[src/hdl/mcont_types_pkg.sv]
// data and width types shared by the write-data path and its testbench
// the channel number is 4 bits wide, so no more than 16 channels fit
`default_nettype none

package mcont_types_pkg;

    // width of one data word in the buffers and on the stream
    localparam int DATA_W = 64;

    // address bits inside one channel buffer
    localparam int ADDR_W = 8;

    // width of the shared channel select and of the stream channel tag
    localparam int CHN_W = 4;

    // words per channel buffer, one full address range
    localparam int BUF_DEPTH = 1 << ADDR_W;

    // one buffered or streamed data word
    typedef logic [DATA_W-1:0] buf_data_t;

    // word address inside a channel buffer
    typedef logic [ADDR_W-1:0] buf_addr_t;

    // channel number as carried on ext_buf_rchn and wdata_chn
    typedef logic [CHN_W-1:0] chn_num_t;

endpackage

`default_nettype wire

[src/hdl/mcont_wdata_gather.sv]
// collects the captured words of all channels into one registered write-data stream
// there is no back-pressure, the stream has to be taken on every valid cycle
`timescale 1ns/1ns
`default_nettype none

module mcont_wdata_gather #(
    parameter int CHN_LATENCY = 1,  // extra buffer read latency, 0 or 1
    parameter int NUM_CHN     = 4   // channel count
) (
    input  wire logic                       clk,
    input  wire logic                       rst,
    input  wire logic                       ext_buf_rd,          // shared read pulse
    input  wire mcont_types_pkg::chn_num_t  ext_buf_rchn,        // channel of that read
    input  wire mcont_types_pkg::buf_data_t chn_rdata [NUM_CHN], // captured word per channel
    output mcont_types_pkg::buf_data_t      wdata,
    output logic                            wdata_valid,
    output mcont_types_pkg::chn_num_t       wdata_chn
);

    // read pulse to ext_buf_rdata takes 3 + CHN_LATENCY cycles
    localparam int PIPE_D = 3 + CHN_LATENCY;

    logic [PIPE_D-1:0]          rd_pipe;            // one bit per word in flight
    mcont_types_pkg::chn_num_t  chn_pipe [PIPE_D];  // channel tag travelling with each bit
    mcont_types_pkg::buf_data_t sel_word;           // word of the channel at the pipe end

    always_ff @(posedge clk or posedge rst) begin
        if (rst) begin
            rd_pipe     <= '0;
            wdata_valid <= 1'b0;
        end else begin
            rd_pipe     <= {rd_pipe[PIPE_D-2:0], ext_buf_rd};
            wdata_valid <= rd_pipe[PIPE_D-1];
        end
    end

    // channel tags move beside the read bits, and the last tag picks the word for the stream
    always_ff @(posedge clk) begin
        chn_pipe[0] <= ext_buf_rchn;
        for (int k = 1; k < PIPE_D; k++) begin
            chn_pipe[k] <= chn_pipe[k-1];
        end
        wdata     <= sel_word;
        wdata_chn <= chn_pipe[PIPE_D-1];
    end

    // channel mux, a tag beyond NUM_CHN gives a zero word
    always_comb begin
        sel_word = '0;
        for (int i = 0; i < NUM_CHN; i++) begin
            if (chn_pipe[PIPE_D-1] == mcont_types_pkg::chn_num_t'(i)) sel_word = chn_rdata[i];
        end
    end

endmodule

`default_nettype wire

[config.mk]
export PLATFORM = sky130hd
export DESIGN_NAME = mcont_wdata_gather
export DESIGN_NICKNAME = d
export VERILOG_FILES = /design/src/hdl/mcont_types_pkg.sv /design/src/hdl/mcont_wdata_gather.sv
export SDC_FILE = /design/constraint.sdc
export NUM_CORES = 1
export LEC_CHECK = 0
export BUFFER_PORTS_ARGS = -buffer_cell sky130_fd_sc_hd__buf_2
export CAP_MARGIN = 20
export CORE_AREA = 2 2 129 131
export CTS_CLUSTER_SIZE = 40
export DETAILED_ROUTE_END_ITERATION = 12
export DIE_AREA = 0 0 131 133
export PLACE_DENSITY = 0.66
export SLEW_MARGIN = 30
export SYNTH_ARGS = -nofsm -noshare
export SYNTH_HDL_FRONTEND = slang
export SYNTH_SLANG_ARGS = --single-unit
[constraint.sdc]
create_clock -name clk -period 1.8 [get_ports clk]
set_clock_uncertainty 0.15 [all_clocks]
set_input_delay 0.36 -clock clk [delete_from_list [all_inputs] [get_ports clk]]
set_output_delay 0.36 -clock clk [all_outputs]
set_load 0.005 [all_outputs]
# Word-level counts from Yosys, hierarchy flattened
# Memories as Yosys holds them, arrays and structs flattened.
# Index checks and enable logic that the tools add are counted.
[word_totals]
register_bits = 73
ram_bits = 16
output_inout_bits = 69
input_bits = 263
elab_cells = 13
mem_count = 1
[memory_table]
columns = ["name", "words", "word_bits", "rd", "rd_clocked_by_memory_dff", "wr", "line_no", "source"]
rows = [
  ["chn_pipe", 4, 4, 4, 0, 4, "mcont_wdata_gather.sv:24", "mcont_types_pkg::chn_num_t chn_pipe [PIPE_D];"],
]
[classes]
n_reduce_logical = 1
muxes = 4
eq_ne = 3
[op_table]
columns = ["operator", "count"]
rows = [
  ["$mux 64", 4],
  ["$eq 4x2->1 const B", 2],
  ["$eq 4x1->1 const B", 1],
  ["$logic_not 4->1", 1],
]

# Longest topological paths before layout
[logic_depth]
depth_word = 5
mapped_depth = 4
ltp_nobuf = 2

# Least setup slack after synthesis
# OpenSTA, ideal clock, no wires.
[synth_timing]
kind = "register -> register"
start = "memory chn_pipe[3][1] (netlist name)"
end = "register wdata[43]"
setup_slack_ns = 0.480
required_ns = 1.527
synth_period_minus_slack_ns = 1.320
stages_incl_launch_ff = 5
path_buffers = 2
t_arrival_ns = 1.047
path_cell_list = "dfxtp_1 > buf_4 > buf_2 > mux2i_1 > o22ai_1"
[synth_lines]
columns = ["element", "line_no", "source"]
rows = [
  ["from (decl)", "mcont_wdata_gather.sv:24", ""],
  ["to (signal assigned)", "mcont_wdata_gather.sv:43", "wdata <= sel_word;"],
  ["to (decl)", "mcont_wdata_gather.sv:15", "output mcont_types_pkg::buf_data_t wdata,"],
]

==> metrics.txt <==
# TYPE chip_impl_metric gauge
chip_impl_metric{name="detailed_route_wirelength_on_metal2",unit="µm"} 6510
chip_impl_metric{name="synthesized_cell_area",unit="µm²"} 3720
chip_impl_metric{name="met3_length",unit="µm"} 925
chip_impl_metric{name="hpwlAfterDp",unit="µm"} 9810
chip_impl_metric{name="cp_data_arrival_time",unit="ps"} 1640
chip_impl_info{name="rsz0062_at_grt",value="no"} 1
chip_impl_metric{name="number_of_buffers_on_the_longest_clock_path",unit=""} 2
chip_impl_metric{name="finalCritPeriodShare",unit=""} 0.852
chip_impl_metric{name="report.final.hold_viol_count",unit=""} 0
chip_impl_metric{name="cts_setup_buffers",unit=""} 0
chip_impl_metric{name="detail_route.wirelength.met1",unit="µm"} 4910
chip_impl_metric{name="synth.ff_latch_count",unit=""} 89
chip_impl_metric{name="ctsHtreeMaxLevel",unit=""} 3
chip_impl_metric{name="core_region_area",unit="µm²"} 16200
chip_impl_metric{name="grt_start_max_net_pins",unit=""} 65
chip_impl_metric{name="route.vias.total",unit=""} 3678
chip_impl_metric{name="power.density",unit="nW/µm²"} 802
chip_impl_metric{name="wl",unit="µm"} 12500
chip_impl_metric{name="ys_seq_area_frac",unit=""} 0.485
chip_impl_metric{name="synthesized_nets",unit=""} 575
chip_impl_metric{name="ioPinCount",unit=""} 332
chip_impl_metric{name="post-route-min-period",unit="ps"} 1530
chip_impl_metric{name="timing_max_transition_violations_final",unit=""} 0
chip_impl_metric{name="grt_pass1_vias",unit=""} 3652
chip_impl_metric{name="globalplace.congestion",unit=""} 0.796
chip_impl_info{name="worstSetupEndpointType",value="flip-flop"} 1
chip_impl_metric{name="headroom_to_the_max_slew_limit",unit=""} 0.495
chip_impl_metric{name="grt_use_total",unit=""} 0.137
chip_impl_metric{name="vdd_drop_max",unit="µV"} 484
chip_impl_metric{name="tightestPinTransition",unit="ps"} 757
chip_impl_info{name="run_status",value="finished, final reports clean"} 1
chip_impl_metric{name="setup_ws",unit="ps"} 267
chip_impl_metric{name="clk_pin_slew",unit="ps"} 70
chip_impl_metric{name="die_w",unit="µm"} 131
chip_impl_metric{name="grt_first_pass_wirelength",unit="µm"} 18000
chip_impl_metric{name="cp_max_fo",unit=""} 64
chip_impl_metric{name="netlist-cell-type-count",unit=""} 11
chip_impl_metric{name="post_synth_inst_count",unit=""} 312
chip_impl_metric{name="syn-mean-instance-area",unit="µm²"} 11.9
chip_impl_metric{name="postLayoutCoreUtil",unit=""} 0.368
chip_impl_metric{name="grt_antenna_before_repair",unit=""} 1
chip_impl_metric{name="data_required_time_at_the_worst_endpoint",unit="ps"} 1910
chip_impl_metric{name="ff2ff_setup_slack",unit="ps"} 270
chip_impl_metric{name="wire_per_inst",unit="µm"} 14.4
chip_impl_metric{name="insertion_delay",unit="ps"} 340
chip_impl_metric{name="drv_cap",unit=""} 0
chip_impl_metric{name="initialDrtViolationCount",unit=""} 88
chip_impl_metric{name="tritoncts_buffer_count",unit=""} 9
chip_impl_metric{name="first_pass_iters",unit=""} 4
chip_impl_info{name="critPathLaunchType",value="flip-flop"} 1
chip_impl_info{name="clk_root_buffer_cell",value="sky130_fd_sc_hd__clkbuf_16"} 1
chip_impl_metric{name="drive_above_1_share",unit=""} 0.558
chip_impl_info{name="tritoncts",value="built"} 1
chip_impl_metric{name="nets",unit=""} 908
chip_impl_metric{name="numPortBuffers",unit=""} 331
chip_impl_metric{name="die_area",unit="µm²"} 17400
chip_impl_metric{name="overflow",unit=""} 0
chip_impl_info{name="worstHoldPathType",value="in2reg"} 1
chip_impl_metric{name="timing.fmax",unit="GHz"} 0.652
chip_impl_metric{name="setup_viol",unit=""} 0
chip_impl_metric{name="initial_util",unit=""} 0.230
chip_impl_metric{name="vias_per_cell",unit=""} 4.22
chip_impl_metric{name="cts.sink_count",unit=""} 89
chip_impl_metric{name="ys_warn_count",unit=""} 0
chip_impl_metric{name="power.total",unit="W"} 0.00476
chip_impl_info{name="critical_path_class",value="reg2reg"} 1
chip_impl_metric{name="route.detailed.drc",unit=""} 0
chip_impl_metric{name="preCtsSetupSlack",unit="ps"} 263
chip_impl_metric{name="cellLeakagePower",unit="nW"} 3.24
chip_impl_metric{name="placementRows",unit=""} 47
chip_impl_metric{name="flow.area_growth_from_synthesis",unit="%"} 59.6
chip_impl_metric{name="die_height",unit="µm"} 133
chip_impl_metric{name="setup-tns-final",unit="ps"} 0
chip_impl_metric{name="worst_hold_slack",unit="ps"} 132
chip_impl_metric{name="ant_nets",unit=""} 0
chip_impl_info{name="uppermost_routed_layer",value="met4"} 1
## layout make-up
| type | instances | area [µm²] |
|---|---|---|
| fillers | 1619 | 10200 |
| well taps | 220 | 275 |
| flip-flops and latches | 89 | 1810 |
| clock inverters | 5 | 45.0 |
| diodes | 1 | 2.50 |
| multi-input cells | 194 | 1700 |
| clock buffers | 11 | 253 |
| repair buffers | 350 | 1850 |
| inverters | 1 | 3.75 |
## registers in the layout, indices dropped and copies added, names as in the netlist
register / count
rd_pipe: 4
chn_pipe: 16
wdata: 64
wdata_valid: 1
wdata_chn: 4
## worst max-delay path: stages (launching register included)
cell,delay [ps]
sky130_fd_sc_hd__dfxtp_1,320
sky130_fd_sc_hd__or3_4,690
sky130_fd_sc_hd__o22ai_1,280
## metal layers
layer | up-vias | global-route usage
li1 | 1842 | -
met1 | 1670 | 0.143
met2 | 154 | 0.258
met3 | 12 | 0.0416
met4 | 0 | 0.0396
met5 | - | 0
## power by group
part	leakage (nW)	internal [W]	switching (W)
clock	0.145	0.00103	0.000822
combinational	2.34	0.000460	0.000342
sequential	0.753	0.00208	0.0000277
total	3.24	0.00357	0.00119
## placed cells by master, fill, tap and decap left out, drive strengths merged
cell type	n
clkinv	1
dfrtp	5
inv	4
or3	1
clkbuf	11
diode	1
or3b	1
dlygate4sd3	6
o22ai	64
buf	344
dfxtp	84
mux2i	128
clkinvlp	1
## cells by family (layout without fill, tap and decap cells)
kind of cell    Yosys count  after routing  share of synthesized area
compound gates           64             64                      0.108
flops                    89             89                      0.485
mux                     128            128                      0.344
buf+inv                  29            367                     0.0578
simple gates              2              2                    0.00538
other cells               0              1                          0
## worst paths after layout
| check | from | endpoint | cells after the start |
|---|---|---|---|
| worst max-delay path | chn_pipe[3][0] | wdata[45] | 2 |
| worst min-delay path | chn_rdata[190] | wdata[62] | 3 |
| worst max register to register | chn_pipe[3][0] | wdata[45] | 2 |
| worst min register to register | chn_pipe[0][1] | chn_pipe[1][1] | 0 |
| max in group asynchronous | rst | wdata_valid | 3 |
| min in group asynchronous | rst | rd_pipe[0] | 3 |
## cells in the mapped netlist (all sizes together)
library cell  number  area share
mux2i            128        0.34
dfxtp             84        0.45
o22ai             64        0.11
buf               28       0.057
dfrtp              5       0.034
inv                1      0.0010
or3                1      0.0030
or3b               1      0.0024
## metrics by stage
step | std cells | area [µm²]
2_1_floorplan | 312 | 3720
3_3_place_gp | 848 | 5580
3_5_place_dp | 848 | 5580
4_1_cts | 870 | 5940
5_1_grt | 870 | 5940
6_report | 871 | 5940
## what timing repair did
| item | in CTS | in global routing |
|---|---|---|
| hold buffers | 6 | 0 |
| setup endpoints to repair | 0 | 0 |
| endpoints found under the hold margin | 10 | 0 |
| gates resized for setup | 0 | 0 |
(Power assumes the default switching activity.)
