$ cat src/hdl/mcont_types_pkg.sv
// data and width types shared by the write-data path and its testbench
// the channel number is 4 bits wide, so no more than 16 channels fit
`default_nettype none

package mcont_types_pkg;

    // width of one data word in the buffers and on the stream
    localparam int DATA_W = 64;

    // address bits inside one channel buffer
    localparam int ADDR_W = 8;

    // width of the shared channel select and of the stream channel tag
    localparam int CHN_W = 4;

    // words per channel buffer, one full address range
    localparam int BUF_DEPTH = 1 << ADDR_W;

    // one buffered or streamed data word
    typedef logic [DATA_W-1:0] buf_data_t;

    // word address inside a channel buffer
    typedef logic [ADDR_W-1:0] buf_addr_t;

    // channel number as carried on ext_buf_rchn and wdata_chn
    typedef logic [CHN_W-1:0] chn_num_t;

endpackage

`default_nettype wire

$ cat src/hdl/mcont_from_chnbuf_reg.sv
// per-channel registering stage between a channel buffer and the shared read bus
// ext_buf_rchn has to be valid one cycle before the first ext_buf_rd of a burst
`timescale 1ns/1ns
`default_nettype none

module mcont_from_chnbuf_reg #(
    parameter int CHN_NUMBER  = 0,  // index of this channel on the shared select
    parameter int CHN_LATENCY = 1   // extra buffer read latency, 0 or 1
) (
    input  wire logic                       clk,
    input  wire logic                       rst,
    input  wire logic                       ext_buf_rd,       // shared read pulse, one per word
    input  wire mcont_types_pkg::chn_num_t  ext_buf_rchn,     // channel being read
    input  wire logic                       ext_buf_rrefresh, // refresh in progress
    input  wire logic                       ext_buf_rrun,     // read state of the sequencer
    input  wire mcont_types_pkg::buf_data_t buf_rdata_chn,    // word from this channel's buffer
    output mcont_types_pkg::buf_data_t      ext_buf_rdata,    // captured word for the gatherer
    output logic                            buf_rd_chn,       // read enable to the buffer
    output logic                            buf_run           // buffer read address runs while high
);

    localparam int SR_W = CHN_LATENCY + 1;

    logic            chn_match;  // select decode before registering
    logic            chn_sel;    // registered select, one cycle behind ext_buf_rchn
    logic [SR_W-1:0] lat_sr;     // follows each read until the buffer word is valid

    // a refresh masks the channel so no read or run can leak through
    assign chn_match = (ext_buf_rchn == mcont_types_pkg::chn_num_t'(CHN_NUMBER)) &&
                       !ext_buf_rrefresh;

    always_ff @(posedge clk or posedge rst) begin
        if (rst) begin
            chn_sel    <= 1'b0;
            buf_rd_chn <= 1'b0;
            buf_run    <= 1'b0;
            lat_sr     <= '0;
        end else begin
            chn_sel    <= chn_match;
            buf_rd_chn <= chn_sel && ext_buf_rd;  // the select has had its cycle to settle
            buf_run    <= chn_match && ext_buf_rrun;
            lat_sr     <= (lat_sr << 1) | SR_W'(buf_rd_chn);
        end
    end

    // the last shifter stage lines up with the buffer output of that read
    always_ff @(posedge clk) begin
        if (lat_sr[CHN_LATENCY]) ext_buf_rdata <= buf_rdata_chn;
    end

endmodule

`default_nettype wire

$ cat config.mk
export PLATFORM = sky130hd
export DESIGN_NAME = mcont_from_chnbuf_reg
export DESIGN_NICKNAME = d
export VERILOG_FILES = /design/src/hdl/mcont_types_pkg.sv /design/src/hdl/mcont_from_chnbuf_reg.sv
export SDC_FILE = /design/constraint.sdc
export NUM_CORES = 1
export LEC_CHECK = 0
export ABC_CLOCK_PERIOD_IN_PS = 6300
export BUFFER_PORTS_ARGS = -buffer_cell sky130_fd_sc_hd__buf_2
export CELL_PAD_IN_SITES_DETAIL_PLACEMENT = 1
export CELL_PAD_IN_SITES_GLOBAL_PLACEMENT = 2
export CORE_ASPECT_RATIO = 1.25
export CORE_UTILIZATION = 29
export DETAILED_ROUTE_END_ITERATION = 16
export PLACE_DENSITY = 0.87
export SLEW_MARGIN = 0
export SYNTH_ARGS = -nofsm -noshare
export SYNTH_HDL_FRONTEND = slang
export SYNTH_SLANG_ARGS = --single-unit
$ cat constraint.sdc
create_clock -name clk -period 6.3 [get_ports clk]
set_input_delay 0.63 -clock clk [delete_from_list [all_inputs] [get_ports clk]]
set_output_delay 0.63 -clock clk [all_outputs]
set_load 0.02 [all_outputs]
Yosys cells after proc, flatten, opt, wreduce, memory -nomap -nowiden. Cells that the tools add are included.

Bits in registers: 69. Bits in latches: 0. Bits in writable memories: 0. Memory bits (read-only): 0. Input port bits: 73. Word-level logic and storage cells: 11. Memories: 0.

$add $sub $neg: 0. Multiply operators: 0. Divide/modulo/power cells: 0. Magnitude comparators: 0. Equal/unequal tests: 0. Shifts and indexed selects: 0. Mux-type cells: 0. Bitwise logic cells: 1. Reductions and logical operators: 5.

Operator list (count): logical NOT 4 bit (1); logical AND 1 bit (3); OR 2 x 1 -> 2 bit (1); logical NOT 1 bit (1).

Longest topological paths before layout. Gate-level depths: netlist (run 1).

Depth after elaboration: 3. Gate-level depth with buffers: 2. Depth with buffers taken out: 2.

Least setup slack after synthesis (run 1). Ideal clock, no wire load.

Kind: register -> register. Start point: reg lat_sr[1]. End point: reg ext_buf_rdata[0] (enable). Arrival: 1.587 ns. Data required time: 5.879 ns. Slack: 4.292 ns. Cell stages (with the launch flop): 1. Buffers on the path: 0. Period minus slack after synthesis: 2.008 ns. Path through: dfrtp_1.

RTL lines: from (decl) (RTL line mcont_from_chnbuf_reg.sv:26) `logic [SR_W-1:0] lat_sr;`; from (signal assigned) (RTL line mcont_from_chnbuf_reg.sv:42) `lat_sr <= (lat_sr << 1) | SR_W'(buf_rd_chn);`; to (signal assigned) (RTL line mcont_from_chnbuf_reg.sv:48) `if (lat_sr[CHN_LATENCY]) ext_buf_rdata <= buf_rdata_chn;`; to (decl) (RTL line mcont_from_chnbuf_reg.sv:17) `output mcont_types_pkg::buf_data_t ext_buf_rdata,`.

No word-level cell between the ends.

Worst setup path in the final report (run 1).
Start point: reg lat_sr[1]. End point: reg ext_buf_rdata[52] (enable).

No word-level cell between the ends.

==> results of run 1 <==
==> kinds of logic after synthesis <==
group / after synthesis
buffers and inverters: 1
AND/OR/NAND/NOR: 4
flip-flops: 69
==> flip-flops by register name (all words and copies together), names as in the netlist <==
register	flops
ext_buf_rdata	64
lat_sr	2
buf_rd_chn	1
buf_run	1
chn_sel	1
==> cell usage in the layout, fill, tap and decap left out <==
cell type   instances
and2_1              1
edfxtp_1           64
dfrtp_1             4
inv_1               1
clkbuf_8            9
buf_4               1
nor2_1              1
dfrtp_2             1
clkinvlp_4          1
clkbuf_1            1
or4_4               1
buf_2             138
clkinv_1            1
clkinv_2            1
bufinv_16           2
nor3b_2             1
==> cells in the mapped netlist (all sizes together) <==
cell     n
or4      1
edfxtp  64
nor2     1
nor3b    1
dfrtp    5
inv      1
and2     1
==> layout make-up <==
class / instances / area [µm²] / area share (%)
inverter: 1 / 3.754 / 0.1211
clock inverter: 5 / 76.32 / 2.462
tap: 90 / 112.6 / 3.632
clock buffer: 10 / 127.6 / 4.116
multi-input combinational: 4 / 33.78 / 1.090
timing repair buffer: 139 / 698.2 / 22.52
sequential: 69 / 2048 / 66.06
==> per-layer routing <==
layer  global-route usage [%]  routed length [µm]  share of wire (%)  vias up
met5                        0                   0                  0        -
met1                    12.56                1490                 32      604
li1                         -                   -                  -      592
met2                    23.01                2569                 55       80
met4                    8.273                 143                3.1        0
met3                    5.849                 482                 10       15
==> final timing paths <==
path                           start                 to  depth (start not counted)
setup / recovery           lat_sr[1]  ext_buf_rdata[52]                          1
hold / removal                   rst            chn_sel                          2
setup reg to reg           lat_sr[1]  ext_buf_rdata[52]                          1
hold reg to reg            lat_sr[0]          lat_sr[1]                          0
max in group asynchronous        rst          lat_sr[1]                          2
min in group clk           lat_sr[0]          lat_sr[1]                          0
==> power groups by stage <==
stage | sequential [mW] | combinational [mW] | clock, mW
2_1_floorplan | 0.519 | 0.00111 | 0
3_5_place_dp | 0.515 | 0.0306 | 0
3_3_place_gp | 0.515 | 0.0286 | 0
4_1_cts | 0.505 | 0.0305 | 0.382
5_1_grt | 0.505 | 0.0330 | 0.401
6_report | 0.505 | 0.0297 | 0.367
==> out/results.ini, run 1 <==
[global_routing]
grt_pass1_wl_um = 7182
grt_max_degree = 44
antenna_found_initial = 0
track_usage_pct = 13.27
grt_remaining_overflow = 0
grt_pass1_vias = 1446

[worst_setup_path]
cp_slowest_stage_delay_ps = 670
endpoint_kind = flop
worst-path-buf-inv = 1
crit_path_max_fanout = 43
required_ps = 6260
startpoint_type = flop
cp_cell_sequence = buf_4
critical_path_arrival_ps = 1550
cp_top_family = flip-flops
crit_type = reg -> reg
crit_path_top_delay_cell = dfrtp_2
regToRegSetupSlack_ps = 4710

[synthesis]
ys_ff_latch = 69
syn_nets = 147
synthTopCellsByArea = edfxtp_1 92%, dfrtp_1 6.0%, nor3b_2 0.60%
ys_seq_area_share_pct = 98.20
synth-simple-area-share_pct = 1.621
synth_xor_xnor_area_share_pct = 0
synth_compound_area_share_pct = 0
netlist_instances = 74
synthMuxAreaShare_pct = 0
synth_top_area_share_pct = 92.20
synth_top_family_by_area = simple AND/OR/NAND/NOR gates
synthAdderAreaFrac_pct = 0
synth_area_mm2 = 0.002084
ys_warn_count = 0
synth.avg_cell_area_um2 = 28.17
yosys.area.top_type = edfxtp_1
synth.distinct_cells = 7

[route]
viasPerCell = 4.060
drt_iter0_drc = 51
wl_um = 4687
drt-wirelength-per-cell_um = 14.74
final_antenna_net_count = 0
drtPass1Iterations = 3
vias = 1291
route.detailed.drc = 0

[power_and_ir_drop]
p_sw_share_pct = 17.95
power.switching_uw = 161.9
finalPower_uw = 902.0
p_leak_nw = 1.311
ir_worst_vdd_mv = 0.1932
intPower_uw = 740.2
pwr-share-seq_pct = 56.0
clkPwrFrac_pct = 40.7
comb_power_share_pct = 3.3
power_density_mw_per_mm2 = 290.9

[final_layout]
fin_util_pct = 44.44
antennaDiodeCount = 0
fillers = 770
stdcell_count = 318
fin_area_mm2 = 0.003100
final_nets = 297
drive_gt1_share_pct = 67.98
area_delta_synth_final_pct = 48.74

[run_status]
status = finished, final reports clean

[place]
place_inst = 303
gp_congestion = 0.6460
post-place-ws_ps = 4672
place_area_mm2 = 0.002897
numPortBuffers = 138

[cts]
worst_skew_pair.late_latency_ps = 320
cts_sinks = 69
clock-root-buffer = clkbuf_8
cts_tree = yes
cts_setup_buffers = 0
clockBufferDepth = 2
clk_pin_slew_ps = 70
cts_hold_buf = 0
numCtsBuffers = 9
htree_levels = 3
cts-resized-gates = 0

[die]
fp-row-count = 34
die_w_um = 77.83
start_util_pct = 29.88
die_h_um = 96.79
io_pins = 139
dieArea_mm2 = 0.007533
core_mm2 = 0.006977

[sta]
setup_viol = 0
rsz0062_at_grt = no
clock_skew_ps = 5.105
whs_ps = 194.2
timing.setup.tns_ps = 0
max_freq_mhz = 628.9
period_minus_slack_ps = 1590
tightestPinTransition_ps = 523.6
hold_viol = 0
drv_slew = 0
relSlewSlack_pct = 65.09
timing.final.crit_share_pct = 25.24
fin_ws_ps = 4710

[hold_path]
worstHoldPathType = in -> async

[flow_run]
drv_cap = 0

Power figures use the tool's default switching activity.
==> run 2: changes to the inputs <==
- ABC_AREA: default -> 1
- ABC_CLOCK_PERIOD_IN_PS: 6300 -> 1350
- CORE_UTILIZATION: 29 -> 24
- PLACE_DENSITY: 0.87 -> 0.78
- clock period: 6.3 -> 1.35 ns (I/O delays scaled with it)
==> out/results.ini, run 2 <==
[power_and_ir_drop]
clkPwrFrac_pct = 37.1
intPower_mw = 3.416
ir_worst_vdd_mv = 0.4794
comb_power_share_pct = 7.2
power.switching_uw = 809.1
pwr-share-seq_pct = 55.7
power_density_mw_per_mm2 = 1114
p_leak_nw = 1.618
p_sw_share_pct = 19.15

[synthesis]
yosys.area.top_type = edfxtp_1
async_reset_ff_share_pct = 7.246
synth_edf_count = 64
ys_seq_area_share_pct = 98.14
synth_top_area_share_pct = 92.14
synth_common_cells = 64 x edfxtp_1, 5 x dfrtp_1, 5 x inv_1
synth.avg_cell_area_um2 = 26.40
ys_warn_count = 0
synth_most_common_cell = edfxtp_1
synth_ff_type = edfxtp_1
netlist_instances = 79
synth.distinct_cells = 6
synth_area_mm2 = 0.002086
syn_nets = 152
synthTopCellsByArea = edfxtp_1 92%, dfrtp_1 6.0%, inv_1 0.90%
ys_ff_latch = 69

[cts]
htree_levels = 3
clockBufferDepth = 2
cts_tree = yes
worst_skew_pair.late_latency_ps = 330
cts_setup_buffers = 0
cts_sinks = 69
clock-root-buffer = clkbuf_8
numCtsBuffers = 9
clk_pin_slew_ps = 70

[route]
final_antenna_net_count = 0
wl_um = 5875
top_layer = met4
wl_met3_um = 484
viasPerCell = 3.983
drtPass1Iterations = 3
route.detailed.drc = 0
met2WireLength_um = 3137
drt-wirelength-per-cell_um = 14.69
drt_iter0_drc = 41
wl_met1_um = 2037
vias = 1593

[final_layout]
most-common-layout-cells = 138 x buf_2, 67 x dlygate4sd3_1, 64 x edfxtp_1, 9 x clkbuf_8
final_nets = 370
area_delta_synth_final_pct = 81.82
fillers = 890
layout_commonest_cell = buf_2
largest-register = ext_buf_rdata
stdcell_count = 400
largest_register_ffs = 64
regArea_mm2 = 0.002051
reg_top3 = ext_buf_rdata (64), lat_sr (2)
multiInputGateArea_um2 = 20.02
drive_gt1_share_pct = 50.33

[flow_run]
drv_cap = 0

[worst_setup_path]
cp_top_family = flip-flops
crit_path_max_fanout = 1
endpoint_kind = output port
cp_cell_sequence = buf_2
required_ps = 1220
crit_type = reg -> out
startpoint_type = flop
critical_path_arrival_ps = 890
worst-path-buf-inv = 1
crit_path_top_delay_cell = edfxtp_1
cp_slowest_stage_delay_ps = 380

[sta]
drv_slew = 0
fin_ws_ps = 329.2
timing.final.crit_share_pct = 75.62
tightestPinTransition_ps = 222.9
hold_viol = 0
max_freq_mhz = 979.6
clock_skew_ps = 6.004
setup_viol = 0
relSlewSlack_pct = 85.14
rsz0062_at_grt = no
timing.setup.tns_ps = 0
period_minus_slack_ps = 1021

[place]
place_hpwl_um = 3757
gp_congestion = 0.6873
numPortBuffers = 138
post-place-ws_ps = 354.4
place_inst = 316

[hold_path]
worstHoldPathType = in -> reg

[die]
io_pins = 139
die_h_um = 106.2
dieArea_mm2 = 0.009069
start_util_pct = 25.03
die_w_um = 85.38
core_mm2 = 0.008333
fp-row-count = 37

[global_routing]
grt_pass1_wl_um = 8873
grt_remaining_overflow = 0
track_usage_pct = 13.74
antenna_found_initial = 1
grt_max_degree = 39
grt_pass1_vias = 1818

[run_status]
status = finished, final reports clean

run 2: final timing paths:
path	from	endpoint	slack, ps	depth (start not counted)
setup / recovery	ext_buf_rdata[6]	ext_buf_rdata[6]	330	1
hold / removal	ext_buf_rchn[1]	chn_sel	60	4
setup reg to reg	lat_sr[1]	ext_buf_rdata[11]	330	1
hold reg to reg	lat_sr[0]	lat_sr[1]	360	0
max in group asynchronous	rst	lat_sr[1]	920	3
min in group asynchronous	rst	chn_sel	230	3
run 2: cells by family after synthesis:
kind of cell,Yosys count,synth area share (%)
buffers and inverters,5,0.8999
flip-flops,69,98.14
AND/OR/NAND/NOR,5,0.9594
run 2: routing by layer:
metal / vias up / track usage [%]
li1: 740 / -
met4: 0 / 10.00
met1: 741 / 12.24
met3: 19 / 5.435
met5: - / 0
met2: 93 / 24.71
run 2: through the flow:
step                util (%)  total power, mW  cell area (µm²)  hold WS (ps)
floorplan                  -            2.428             2090        -86.46
global placement       35.30            2.543             2942         47.44
detailed placement     35.30            2.549             2942         44.45
CTS                    45.48            4.264             3790         37.59
global route           45.51            4.385             3792         54.05
finish                 45.51            4.225             3792         60.43
run 2: timing repair:
item / 4_1_cts / 5_1_grt
hold buffers: 67 / 0
resized for setup: 0 / 0
setup endpoints to repair: 0 / 0
hold endpoints to repair: 71 / 0
run 2: area by class of cell:
cell class	instances	share of cell area, %
diodes	1	0.06598
clock buffers	14	3.761
clock inverters	2	0.9238
inverters	5	0.4949
multi-input cells	5	0.5279
flip-flops and latches	69	54.07
well taps	97	3.200
repair buffers	207	36.95
run 2: power groups by stage:
stage	Combinational, mW	Sequential (mW)	Clock, mW
after floorplan	0.00569	2.42	0
after global placement	0.142	2.40	0
after detailed placement	0.147	2.40	0
after CTS	0.300	2.35	1.61
after global routing	0.328	2.35	1.70
final	0.302	2.35	1.57
run 2: tightest hold or removal path, cell delays in order:
cell     delay [ps]
buf_2            80
nor2_1           30
nand3_1          80
inv_1            40
