==> config.mk <==
export PLATFORM = sky130hd
export DESIGN_NAME = mcont_write_sequencer
export DESIGN_NICKNAME = d
export VERILOG_FILES = /design/src/hdl/mcont_types_pkg.sv /design/src/hdl/mcont_seq_pkg.sv /design/src/hdl/mcont_write_sequencer.sv
export SDC_FILE = /design/constraint.sdc
export NUM_CORES = 1
export LEC_CHECK = 0
export BUFFER_PORTS_ARGS = -buffer_cell sky130_fd_sc_hd__buf_2
export CAP_MARGIN = 20
export CORE_MARGIN = 8
export CORE_UTILIZATION = 46
export CTS_CLUSTER_SIZE = 10
export DETAILED_ROUTE_END_ITERATION = 10
export PLACE_DENSITY = 0.73
export SYNTH_ARGS = -nofsm -noshare
export SYNTH_HDL_FRONTEND = slang
export SYNTH_SLANG_ARGS = --single-unit
==> constraint.sdc <==
create_clock -name clk -period 1.9 [get_ports clk]
set_input_delay 0.285 -clock clk [delete_from_list [all_inputs] [get_ports clk]]
set_output_delay 0.285 -clock clk [all_outputs]
set_load 0.02 [all_outputs]
==> src/hdl/mcont_types_pkg.sv <==
// data and width types shared by the write-data path and its testbench
// the channel number is 4 bits wide, so no more than 16 channels fit
`default_nettype none

package mcont_types_pkg;

    // width of one data word in the buffers and on the stream
    localparam int DATA_W = 64;

    // address bits inside one channel buffer
    localparam int ADDR_W = 8;

    // width of the shared channel select and of the stream channel tag
    localparam int CHN_W = 4;

    // words per channel buffer, one full address range
    localparam int BUF_DEPTH = 1 << ADDR_W;

    // one buffered or streamed data word
    typedef logic [DATA_W-1:0] buf_data_t;

    // word address inside a channel buffer
    typedef logic [ADDR_W-1:0] buf_addr_t;

    // channel number as carried on ext_buf_rchn and wdata_chn
    typedef logic [CHN_W-1:0] chn_num_t;

endpackage

`default_nettype wire

==> src/hdl/mcont_seq_pkg.sv <==
// sequencer states and command field types
// a burst length field holds the word count minus one
`default_nettype none

package mcont_seq_pkg;

    // burst length as given with cmd_start, 0 means one word and 255 means 256
    typedef logic [7:0] burst_len_t;

    // sequencer states, busy is reported in every state but st_idle
    typedef enum logic [1:0] {
        st_idle    = 2'd0,  // waiting for a start or refresh strobe
        st_select  = 2'd1,  // channel select settles one cycle ahead of the reads
        st_read    = 2'd2,  // one read pulse per word
        st_refresh = 2'd3   // path held idle while the memory refreshes
    } seq_state_t;

endpackage

`default_nettype wire

==> src/hdl/mcont_write_sequencer.sv <==
// turns burst and refresh strobes into the shared read strobes of all channels
// strobes that arrive while busy are dropped, and a refresh wins over a start
`timescale 1ns/1ns
`default_nettype none

module mcont_write_sequencer #(
    parameter int REFRESH_CYCLES = 8  // refresh length in cycles, at least 1
) (
    input  wire logic                         clk,
    input  wire logic                         rst,
    input  wire logic                         cmd_start,        // one-cycle burst request
    input  wire mcont_types_pkg::chn_num_t    cmd_chn,          // channel of the burst
    input  wire mcont_seq_pkg::burst_len_t    cmd_len,          // words in the burst minus one
    input  wire logic                         cmd_refresh,      // one-cycle refresh request
    output logic                              busy,             // high in every state but idle
    output logic                              refresh_active,   // refresh status for the host
    output logic                              ext_buf_rd,       // one pulse per word
    output logic                              ext_buf_rrun,     // high for the whole read state
    output logic                              ext_buf_rrefresh, // masks all channel selects
    output mcont_types_pkg::chn_num_t         ext_buf_rchn      // held for the whole command
);

    // counter wide enough to hold REFRESH_CYCLES - 1
    localparam int REF_W = (REFRESH_CYCLES > 1) ? $clog2(REFRESH_CYCLES) : 1;

    mcont_seq_pkg::seq_state_t state;
    mcont_seq_pkg::burst_len_t word_cnt;  // words left after the current one
    logic [REF_W-1:0]          ref_cnt;   // refresh cycles left after the current one

    always_ff @(posedge clk or posedge rst) begin
        if (rst) begin
            state        <= mcont_seq_pkg::st_idle;
            word_cnt     <= '0;
            ref_cnt      <= '0;
            ext_buf_rchn <= '0;
        end else begin
            case (state)
                mcont_seq_pkg::st_idle: begin
                    if (cmd_refresh) begin
                        ref_cnt <= REF_W'(REFRESH_CYCLES - 1);
                        state   <= mcont_seq_pkg::st_refresh;
                    end else if (cmd_start) begin
                        ext_buf_rchn <= cmd_chn;  // select goes out one cycle ahead of the reads
                        word_cnt     <= cmd_len;
                        state        <= mcont_seq_pkg::st_select;
                    end
                end

                // the channel registers decode the new select during this cycle
                mcont_seq_pkg::st_select: begin
                    state <= mcont_seq_pkg::st_read;
                end

                mcont_seq_pkg::st_read: begin
                    if (word_cnt == '0) begin
                        state <= mcont_seq_pkg::st_idle;  // last word was read this cycle
                    end else begin
                        word_cnt <= word_cnt - 1'b1;
                    end
                end

                mcont_seq_pkg::st_refresh: begin
                    if (ref_cnt == '0) begin
                        state <= mcont_seq_pkg::st_idle;
                    end else begin
                        ref_cnt <= ref_cnt - 1'b1;
                    end
                end

                default: begin
                    state <= mcont_seq_pkg::st_idle;  // unused encodings fall back to idle
                end
            endcase
        end
    end

    // all outputs decode straight from the state register so they have no extra delay
    always_comb begin
        busy             = (state != mcont_seq_pkg::st_idle);
        refresh_active   = (state == mcont_seq_pkg::st_refresh);
        ext_buf_rrefresh = (state == mcont_seq_pkg::st_refresh);
        ext_buf_rrun     = (state == mcont_seq_pkg::st_read);
        // reads run without gaps, so the pulse train matches the run level here
        ext_buf_rd       = (state == mcont_seq_pkg::st_read);
    end

endmodule

`default_nettype wire

* Word level (Yosys, flattened, before mapping)
Index checks and enable logic that the tools add are counted.
Storage, ports and cells: flip-flop bits (word level) 17, latch bits 0, bits in writable memories 0, memory bits (read-only) 0, bits of input ports 16, output and inout bits 9, word-level logic and storage cells 40, memories 0
Operators by class: $add $sub $neg 2, multiply operators 0, divide/modulo/power cells 0, $lt $le $gt $ge 0, equality and inequality tests 11, shift-type cells 0, mux-type cells 12, bitwise operators 1, reduce and logical (&&, ||, !) cells 10
Operator list (number):
- $mux W8 | 3
- $pmux W8 S2 | 1
- $ne A2 B2 Y1 const B | 5
- $reduce_and A3 Y1 | 3
- $logic_not A8 Y1 | 1
- $mux W2 | 4
- $pmux W2 S4 | 1
- $sub A8 B1 Y8 const B | 1
- $mux W3 | 2
- $pmux W3 S2 | 1
- $reduce_bool A2 Y1 | 3
- $eq A2 B2 Y1 const B | 2
- $ne A2 B1 Y1 const B | 2
- $reduce_and A4 Y1 | 1
- $logic_not A3 Y1 | 1
- $ne A3 B3 Y1 const B | 1
- $sub A3 B1 Y3 const B | 1
- $eq A2 B1 Y1 const B | 1
- $logic_not A2 Y1 | 1
- $not A1 Y1 | 1

* Logic depth before layout (Yosys ltp)
Gate-level depths: netlist of run 1.
depth in word-level cells 3, depth in mapped cells 7

* Least setup slack after synthesis of run 1
No wires, ideal clock.
path kind flip-flop to flip-flop, start point register word_cnt[4], end point register word_cnt[3], data arrival time 1.735 ns, slack 0.044 ns, cell stages (with the launch flop) 6, clock period less this slack 1.856 ns, path through dfrtp_1 -> or3_1 -> or4_4 -> and2_4 -> buf_6 -> a22o_1
Between the ends: word-level cells in the longest chain between the ends 3
RTL lines:
- start: declaration | line mcont_write_sequencer.sv:27 | mcont_seq_pkg::burst_len_t word_cnt;
- start signal: assignment | line mcont_write_sequencer.sv:44 | word_cnt <= cmd_len;
- start signal: assignment | line mcont_write_sequencer.sv:58 | word_cnt <= word_cnt - 1'b1;
- $logic_not A8 Y1 | line mcont_write_sequencer.sv:55 | if (word_cnt == '0) begin
- $ne A2 B2 Y1 (no source line)
- $reduce_and A4 Y1 (no source line)
No other way between the ends. A chain may end at the register's enable or synchronous reset.

* Worst setup path after layout of run 1
start point register word_cnt[4], end point register word_cnt[0]
The elaborated chain is that of the path after synthesis.

==> impl_metrics.json, run 1 <==
{
  "fin_worst_hold_slack_ns": 0.0434,
  "nFillCells": 193,
  "crit_arrival_ns": 2.03,
  "globalplace.congestion": 0.863,
  "grt_pass1_wl_um": 3930,
  "startpoint_type": "register",
  "place_ws_ns": 0.0651,
  "grt_pass1_vias": 907,
  "ys_types": 37,
  "fin_cells": 166,
  "synth_compound_area_share_pct": 21.4,
  "fin_util_pct": 57.6,
  "min_period_ns": 1.85,
  "core_mm2": 0.00213,
  "routed_via_density": 5.58,
  "final_nets": 159,
  "fp.dieArea_mm2": 0.00390,
  "tritoncts": "built",
  "start_util_pct": 46.7,
  "cts.clk_slew.worst_paths_ns": 0.10,
  "ys_async_sr_fraction_pct": 100,
  "post_synth.cell_area_avg_um2": 9.28,
  "wire_per_inst_um": 14.2,
  "synth_cells": 107,
  "gr-total-overflow": 0,
  "cp_max_fo": 5,
  "groute.usage.overall_pct": 12.1,
  "rsz0062_at_grt": "no",
  "yosys.area_share.simple_pct": 18.3,
  "synth_area_um2": 993,
  "synthTopCellsByArea": "dfrtp_1 (43%), ha_1 (5.0%), a21oi_1 (4.5%), mux2_2 (4.5%), o21ai_0 (4.0%)",
  "hold_path_class": "in2async",
  "hold_viol": 0,
  "syn_nets": 127,
  "grt_max_degree": 18,
  "drive_above_1_share_pct": 35.5,
  "fmax_mhz": 539,
  "cts.sinks": 17,
  "worst_slew_pin_slew_ns": 0.626,
  "wl_um": 2370,
  "synth_fa_ha_area_share_pct": 5.04,
  "htree_levels": 1,
  "clk_latency_ns": 0.30,
  "design_area_mm2": 0.00123,
  "crit_path_end_kind": "register",
  "ir_worst_vdd_uv": 960,
  "muxShareOfSynthArea_pct": 5.54,
  "status": "finished, final reports clean",
  "clock_path_buffers": 2,
  "pin_count": 25,
  "leakage_nw": 0.576,
  "dp_hpwl_um": 1840,
  "place_area_mm2": 0.00116,
  "met3_length_um": 99,
  "maxCapViolCount": 0,
  "area_growth_pct": 23.4,
  "slew_headroom_pct": 58.2,
  "p_total_mw": 2.10,
  "route.met2.wl_um": 1130,
  "drt_first_iter_violations": 41,
  "finalSetupViolCount": 0,
  "required_ns": 2.08,
  "cts_root_buf": "clkbuf_4",
  "m1WireLength_um": 1090,
  "yosysSeqAreaShare_pct": 42.8,
  "synth-edff-count": 0,
  "maxSlewViolCount": 0,
  "drc_errors": 0,
  "synth_xor_area_share_pct": 0,
  "top_layer": "met4",
  "ys_ff_latch": 17,
  "vias": 927,
  "synth_top_family_by_area": "compound AO/OA/AOI/OAI gates",
  "yosysWarnings": 0,
  "synth_top_cell_area_share_pct": 42.8,
  "fin_crit_sh_pct": 97.6,
  "critPathKind": "reg2reg",
  "cts_made_buffers": 3,
  "setup_ws_ns": 0.0457,
  "antenna_cells": 0,
  "yosysTopAreaCell": "dfrtp_1",
  "firstDrtPassIters": 4,
  "skew_ns": 0.00665,
  "antenna_found_initial": 0,
  "die_width_um": 62.5,
  "powerDensity_mw_per_mm2": 1710,
  "synth_top_flop_cell": "dfrtp_1",
  "drtAntennaViolNets": 0,
  "place.port_buffers": 24,
  "setup-tns-final_ns": 0,
  "fp.dieH_um": 62.5,
  "rows": 17,
  "place_inst": 160
}
## critical path, cell delays in order (launching register included)
cell and delay, ns:
dfrtp_1 0.39, or3_1 0.40, or4_4 0.57, buf_4 0.17
nand4_1 0.10, o211ai_2 0.10
## what timing repair did
item | CTS | global route
endpoints found under the setup margin | 0 | 4
hold buffers | 0 | 0
buffers inserted | 0 | 2
resized for setup | 0 | 5
## sequential cells by signal, indices dropped and copies added, names as in the netlist
name / cells
word_cnt: 8
ext_buf_rchn: 4
ref_cnt: 3
state: 2
## power breakdown
part           switching (mW)  leakage (nW)  internal, mW
logic                   0.705         0.362         0.504
clock network           0.118        0.0177        0.0785
registers               0.147         0.196         0.544
## final timing paths
| kind | slack [ns] | endpoint | startpoint | cells after the start |
|---|---|---|---|---|
| worst min register to register | 0.52 | ext_buf_rchn[2] | ext_buf_rchn[2] | 1 |
| worst min-delay path | 0.04 | word_cnt[5] | rst | 2 |
| worst max register to register | 0.05 | word_cnt[0] | word_cnt[4] | 5 |
| min in group clk | 0.21 | ext_buf_rchn[1] | cmd_chn[1] | 2 |
| max in group asynchronous | 1.45 | ref_cnt[0] | rst | 2 |
| worst max-delay path | 0.05 | word_cnt[0] | word_cnt[4] | 5 |
## final cells by class
cell class | count | area, um^2 | share of cell area (%)
clock buffer | 3 | 22.5 | 1.84
clock inverter | 1 | 5.00 | 0.408
inverter | 9 | 33.8 | 2.76
multi-input combinational | 76 | 520 | 42.4
sequential | 17 | 425 | 34.7
tap | 28 | 35.0 | 2.86
timing repair buffer | 32 | 184 | 15.0
## cell usage in the layout, fill, tap and decap left out, types with 4 or more instances in the layout
cell type / Yosys / final
o21ai_0: 8 / 8
a21oi_1: 9 / 8
nor2_1: 6 / 6
inv_1: 8 / 7
dfrtp_1: 17 / 17
mux2_2: 4 / 4
nand2_1: 10 / 10
buf_2: 1 / 24
buf_4: 2 / 7
## logic make-up after synthesis
family / count (synthesis)
AND/OR/NAND/NOR: 34
AO/OA/AOI/OAI: 33
flip-flops: 17
buffers and inverters: 14
multiplexers: 5
adder cells (fa/ha/maj): 4
## per-layer routing
metal / vias to the layer above / GRT usage [%]
met4: 0 / 5.98
met2: 28 / 20.1
li1: 447 / -
met3: 5 / 2.51
met5: - / 0
met1: 447 / 14.6
## cell usage after synthesis, drive strengths merged (2+ instances only)
cell type,n
or4,2
nand3,2
ha,4
buf,4
nand4,2
inv,8
nand2b,3
nand2,10
o21ai,8
o211ai,2
a31oi,3
a22oi,2
dfrtp,17
o2bb2ai,3
nor2,6
o31ai,2
nor3,2
mux2,4
a21oi,9
Power figures use the tool's default switching activity.
==> run 2: changes to the inputs <==
--- a/config.mk
+++ b/config.mk
@@ -8,10 +8,9 @@
 export BUFFER_PORTS_ARGS = -buffer_cell sky130_fd_sc_hd__buf_2
 export CAP_MARGIN = 20
 export CORE_MARGIN = 8
-export CORE_UTILIZATION = 46
+export CORE_UTILIZATION = 35
 export CTS_CLUSTER_SIZE = 10
 export DETAILED_ROUTE_END_ITERATION = 10
-export PLACE_DENSITY = 0.73
 export SYNTH_ARGS = -nofsm -noshare
 export SYNTH_HDL_FRONTEND = slang
 export SYNTH_SLANG_ARGS = --single-unit
==> run 2 against run 1 <==
Against the previous run:
- die area increased by 23%
- critical path depth decreased by 1
- register-to-register slack barely moved
- sequential power down 0.9%
- clock power grew 6%
- sequential share of layout area increased by 0.91 points
- non-clock buffer count down 2
- worst hold slack better by 0.015 ns
- setup slack better by 0.0081 ns
- count of clock-buffer cells in the layout rose by 1
- maximum frequency increased by 0.44%
- total power decreased by 0.87%
==> impl_metrics.json, run 2 (synthesized netlist as in run 1, its figures left out) <==
{
  "status": "finished, final reports clean",
  "fin_cells": 167,
  "final_nets": 157,
  "slowest_stage": "or4_4",
  "slew_headroom_pct": 55.1,
  "min_period_ns": 1.85,
  "worst_slew_pin_slew_ns": 0.673,
  "dp_hpwl_um": 1870,
  "fin_crit_sh_pct": 97.2,
  "area_growth_pct": 20.3,
  "drive_above_1_share_pct": 33.1,
  "grt_pass1_vias": 947,
  "cts.sinks": 17,
  "crit_cells": 4,
  "wl_um": 2510,
  "die_width_um": 69.3,
  "powerDensity_mw_per_mm2": 1740,
  "post_cts_buffers": 0,
  "cts.clk_slew.worst_paths_ns": 0.11,
  "start_util_pct": 36.3,
  "critPathCapture": "word_cnt[3]",
  "required_ns": 2.10,
  "place_area_mm2": 0.00116,
  "htree_levels": 1,
  "clk_latency_ns": 0.30,
  "design_area_mm2": 0.00119,
  "fp.dieH_um": 69.3,
  "crit_path_end_kind": "register",
  "grt_max_degree": 18,
  "crit_arrival_ns": 2.05,
  "cts_root_buf": "clkbuf_4",
  "startpoint": "word_cnt[4]",
  "p_total_mw": 2.08,
  "reg2reg_depth": 4,
  "setup-tns-final_ns": 0,
  "skew_ns": 0.00829,
  "top_regs": "word_cnt: 8 flops, ext_buf_rchn: 4 flops, ref_cnt: 3 flops",
  "routed_via_density": 5.41,
  "pin_count": 25,
  "rsz0062_at_grt": "no",
  "layout_common_cells": "buf_2 (24), dfrtp_1 (17), nand2_1 (10), a21oi_1 (9), o21ai_0 (8)",
  "gr-total-overflow": 0,
  "crit_buf_inv": 0,
  "area.sequential_um2": 425,
  "cpPeakStageDelay_ns": 0.54,
  "grt_pass1_wl_um": 4220,
  "firstDrtPassIters": 4,
  "reg2reg_from": "word_cnt[4]",
  "ctsHoldBuffers": 0,
  "fin_worst_hold_slack_ns": 0.0582,
  "hold_viol": 0,
  "tritoncts": "built",
  "cts_made_buffers": 3,
  "cp_max_fo": 7,
  "vias": 904,
  "r2r_setup_slack_ns": 0.05,
  "reg2reg_to": "word_cnt[3]",
  "drt_first_iter_violations": 77,
  "drtAntennaViolNets": 0,
  "startpoint_type": "register",
  "fp.dieArea_mm2": 0.00480,
  "drc_errors": 0,
  "nFillCells": 272,
  "globalplace.congestion": 0.942,
  "clock_path_buffers": 2,
  "place_inst": 163,
  "groute.usage.overall_pct": 10.5,
  "antenna_found_initial": 0,
  "multi_input_area_um2": 502,
  "crit_family": "simple AND/OR/NAND/NOR gates",
  "place.port_buffers": 24,
  "largest-register": "word_cnt",
  "final_common_cell": "buf_2",
  "maxCapViolCount": 0,
  "rows": 19,
  "fmax_mhz": 542,
  "critPathKind": "reg2reg",
  "antenna_cells": 0,
  "maxSlewViolCount": 0,
  "core_mm2": 0.00273,
  "hold_path_class": "in2async",
  "largest_register_ffs": 8,
  "finalSetupViolCount": 0,
  "ir_worst_vdd_uv": 880,
  "leakage_nw": 0.562,
  "path_cells": "or3_1 -> or4_4 -> and2_4 -> a22o_1",
  "wire_per_inst_um": 15.0
}
-- run 2: cell count changes in the layout (fill, tap and decap cells not counted), sizes merged --
cell      previous run  this run
buf                 32        30
clkinv               2         0
clkbuf               3         4
clkinvlp             0         1
-- run 2: worst min path at each step --
stage / startpoint / to / slack, ns / depth (start not counted)
2_1_floorplan: rst / ext_buf_rchn[0] / 0.21 / 1
3_3_place_gp: rst / word_cnt[5] / 0.41 / 2
3_5_place_dp: rst / ext_buf_rchn[0] / 0.42 / 2
4_1_cts: rst / ext_buf_rchn[0] / 0.09 / 2
5_1_grt: rst / word_cnt[5] / 0.11 / 2
6_report: rst / ext_buf_rchn[0] / 0.06 / 2
-- run 2: power by group --
| part | total [mW] | leakage [nW] | internal [mW] | switching (mW) |
|---|---|---|---|---|
| Sequential | 0.684 | 0.196 | 0.543 | 0.141 |
| Combinational | 1.18 | 0.351 | 0.492 | 0.692 |
| Clock | 0.209 | 0.0150 | 0.0818 | 0.127 |
-- run 2: through the flow --
step                      worst slack (ns)  utilization (%)
after floorplan                     0.0436                -
after detailed placement            0.0792             42.5
after global routing                0.0206             43.7
after CTS                           0.0568             43.5
final                               0.0538             43.7
after global placement              0.0901             42.5
-- run 2: metal layers --
metal  vias up  GRT usage, %  routed length, um
met4         0          2.73                 16
met1       431          11.0               1080
met2        28          19.0               1290
met5         -             0                  0
met3         2          4.01                126
li1        443             -                  -
-- run 2: layout make-up --
cell class	instances	share of cell area, %
Multi-Input combinational cell	76	42.0
Sequential cell	17	35.6
Timing Repair Buffer	30	13.8
Tap cell	31	3.25
Inverter	9	3.14
Clock buffer	4	2.20
-- run 2: what timing repair did --
| item | 4_1_cts | 5_1_grt |
|---|---|---|
| endpoints found under the setup margin | 0 | 3 |
| resized for setup | 0 | 3 |
| hold endpoints to repair | 0 | 0 |
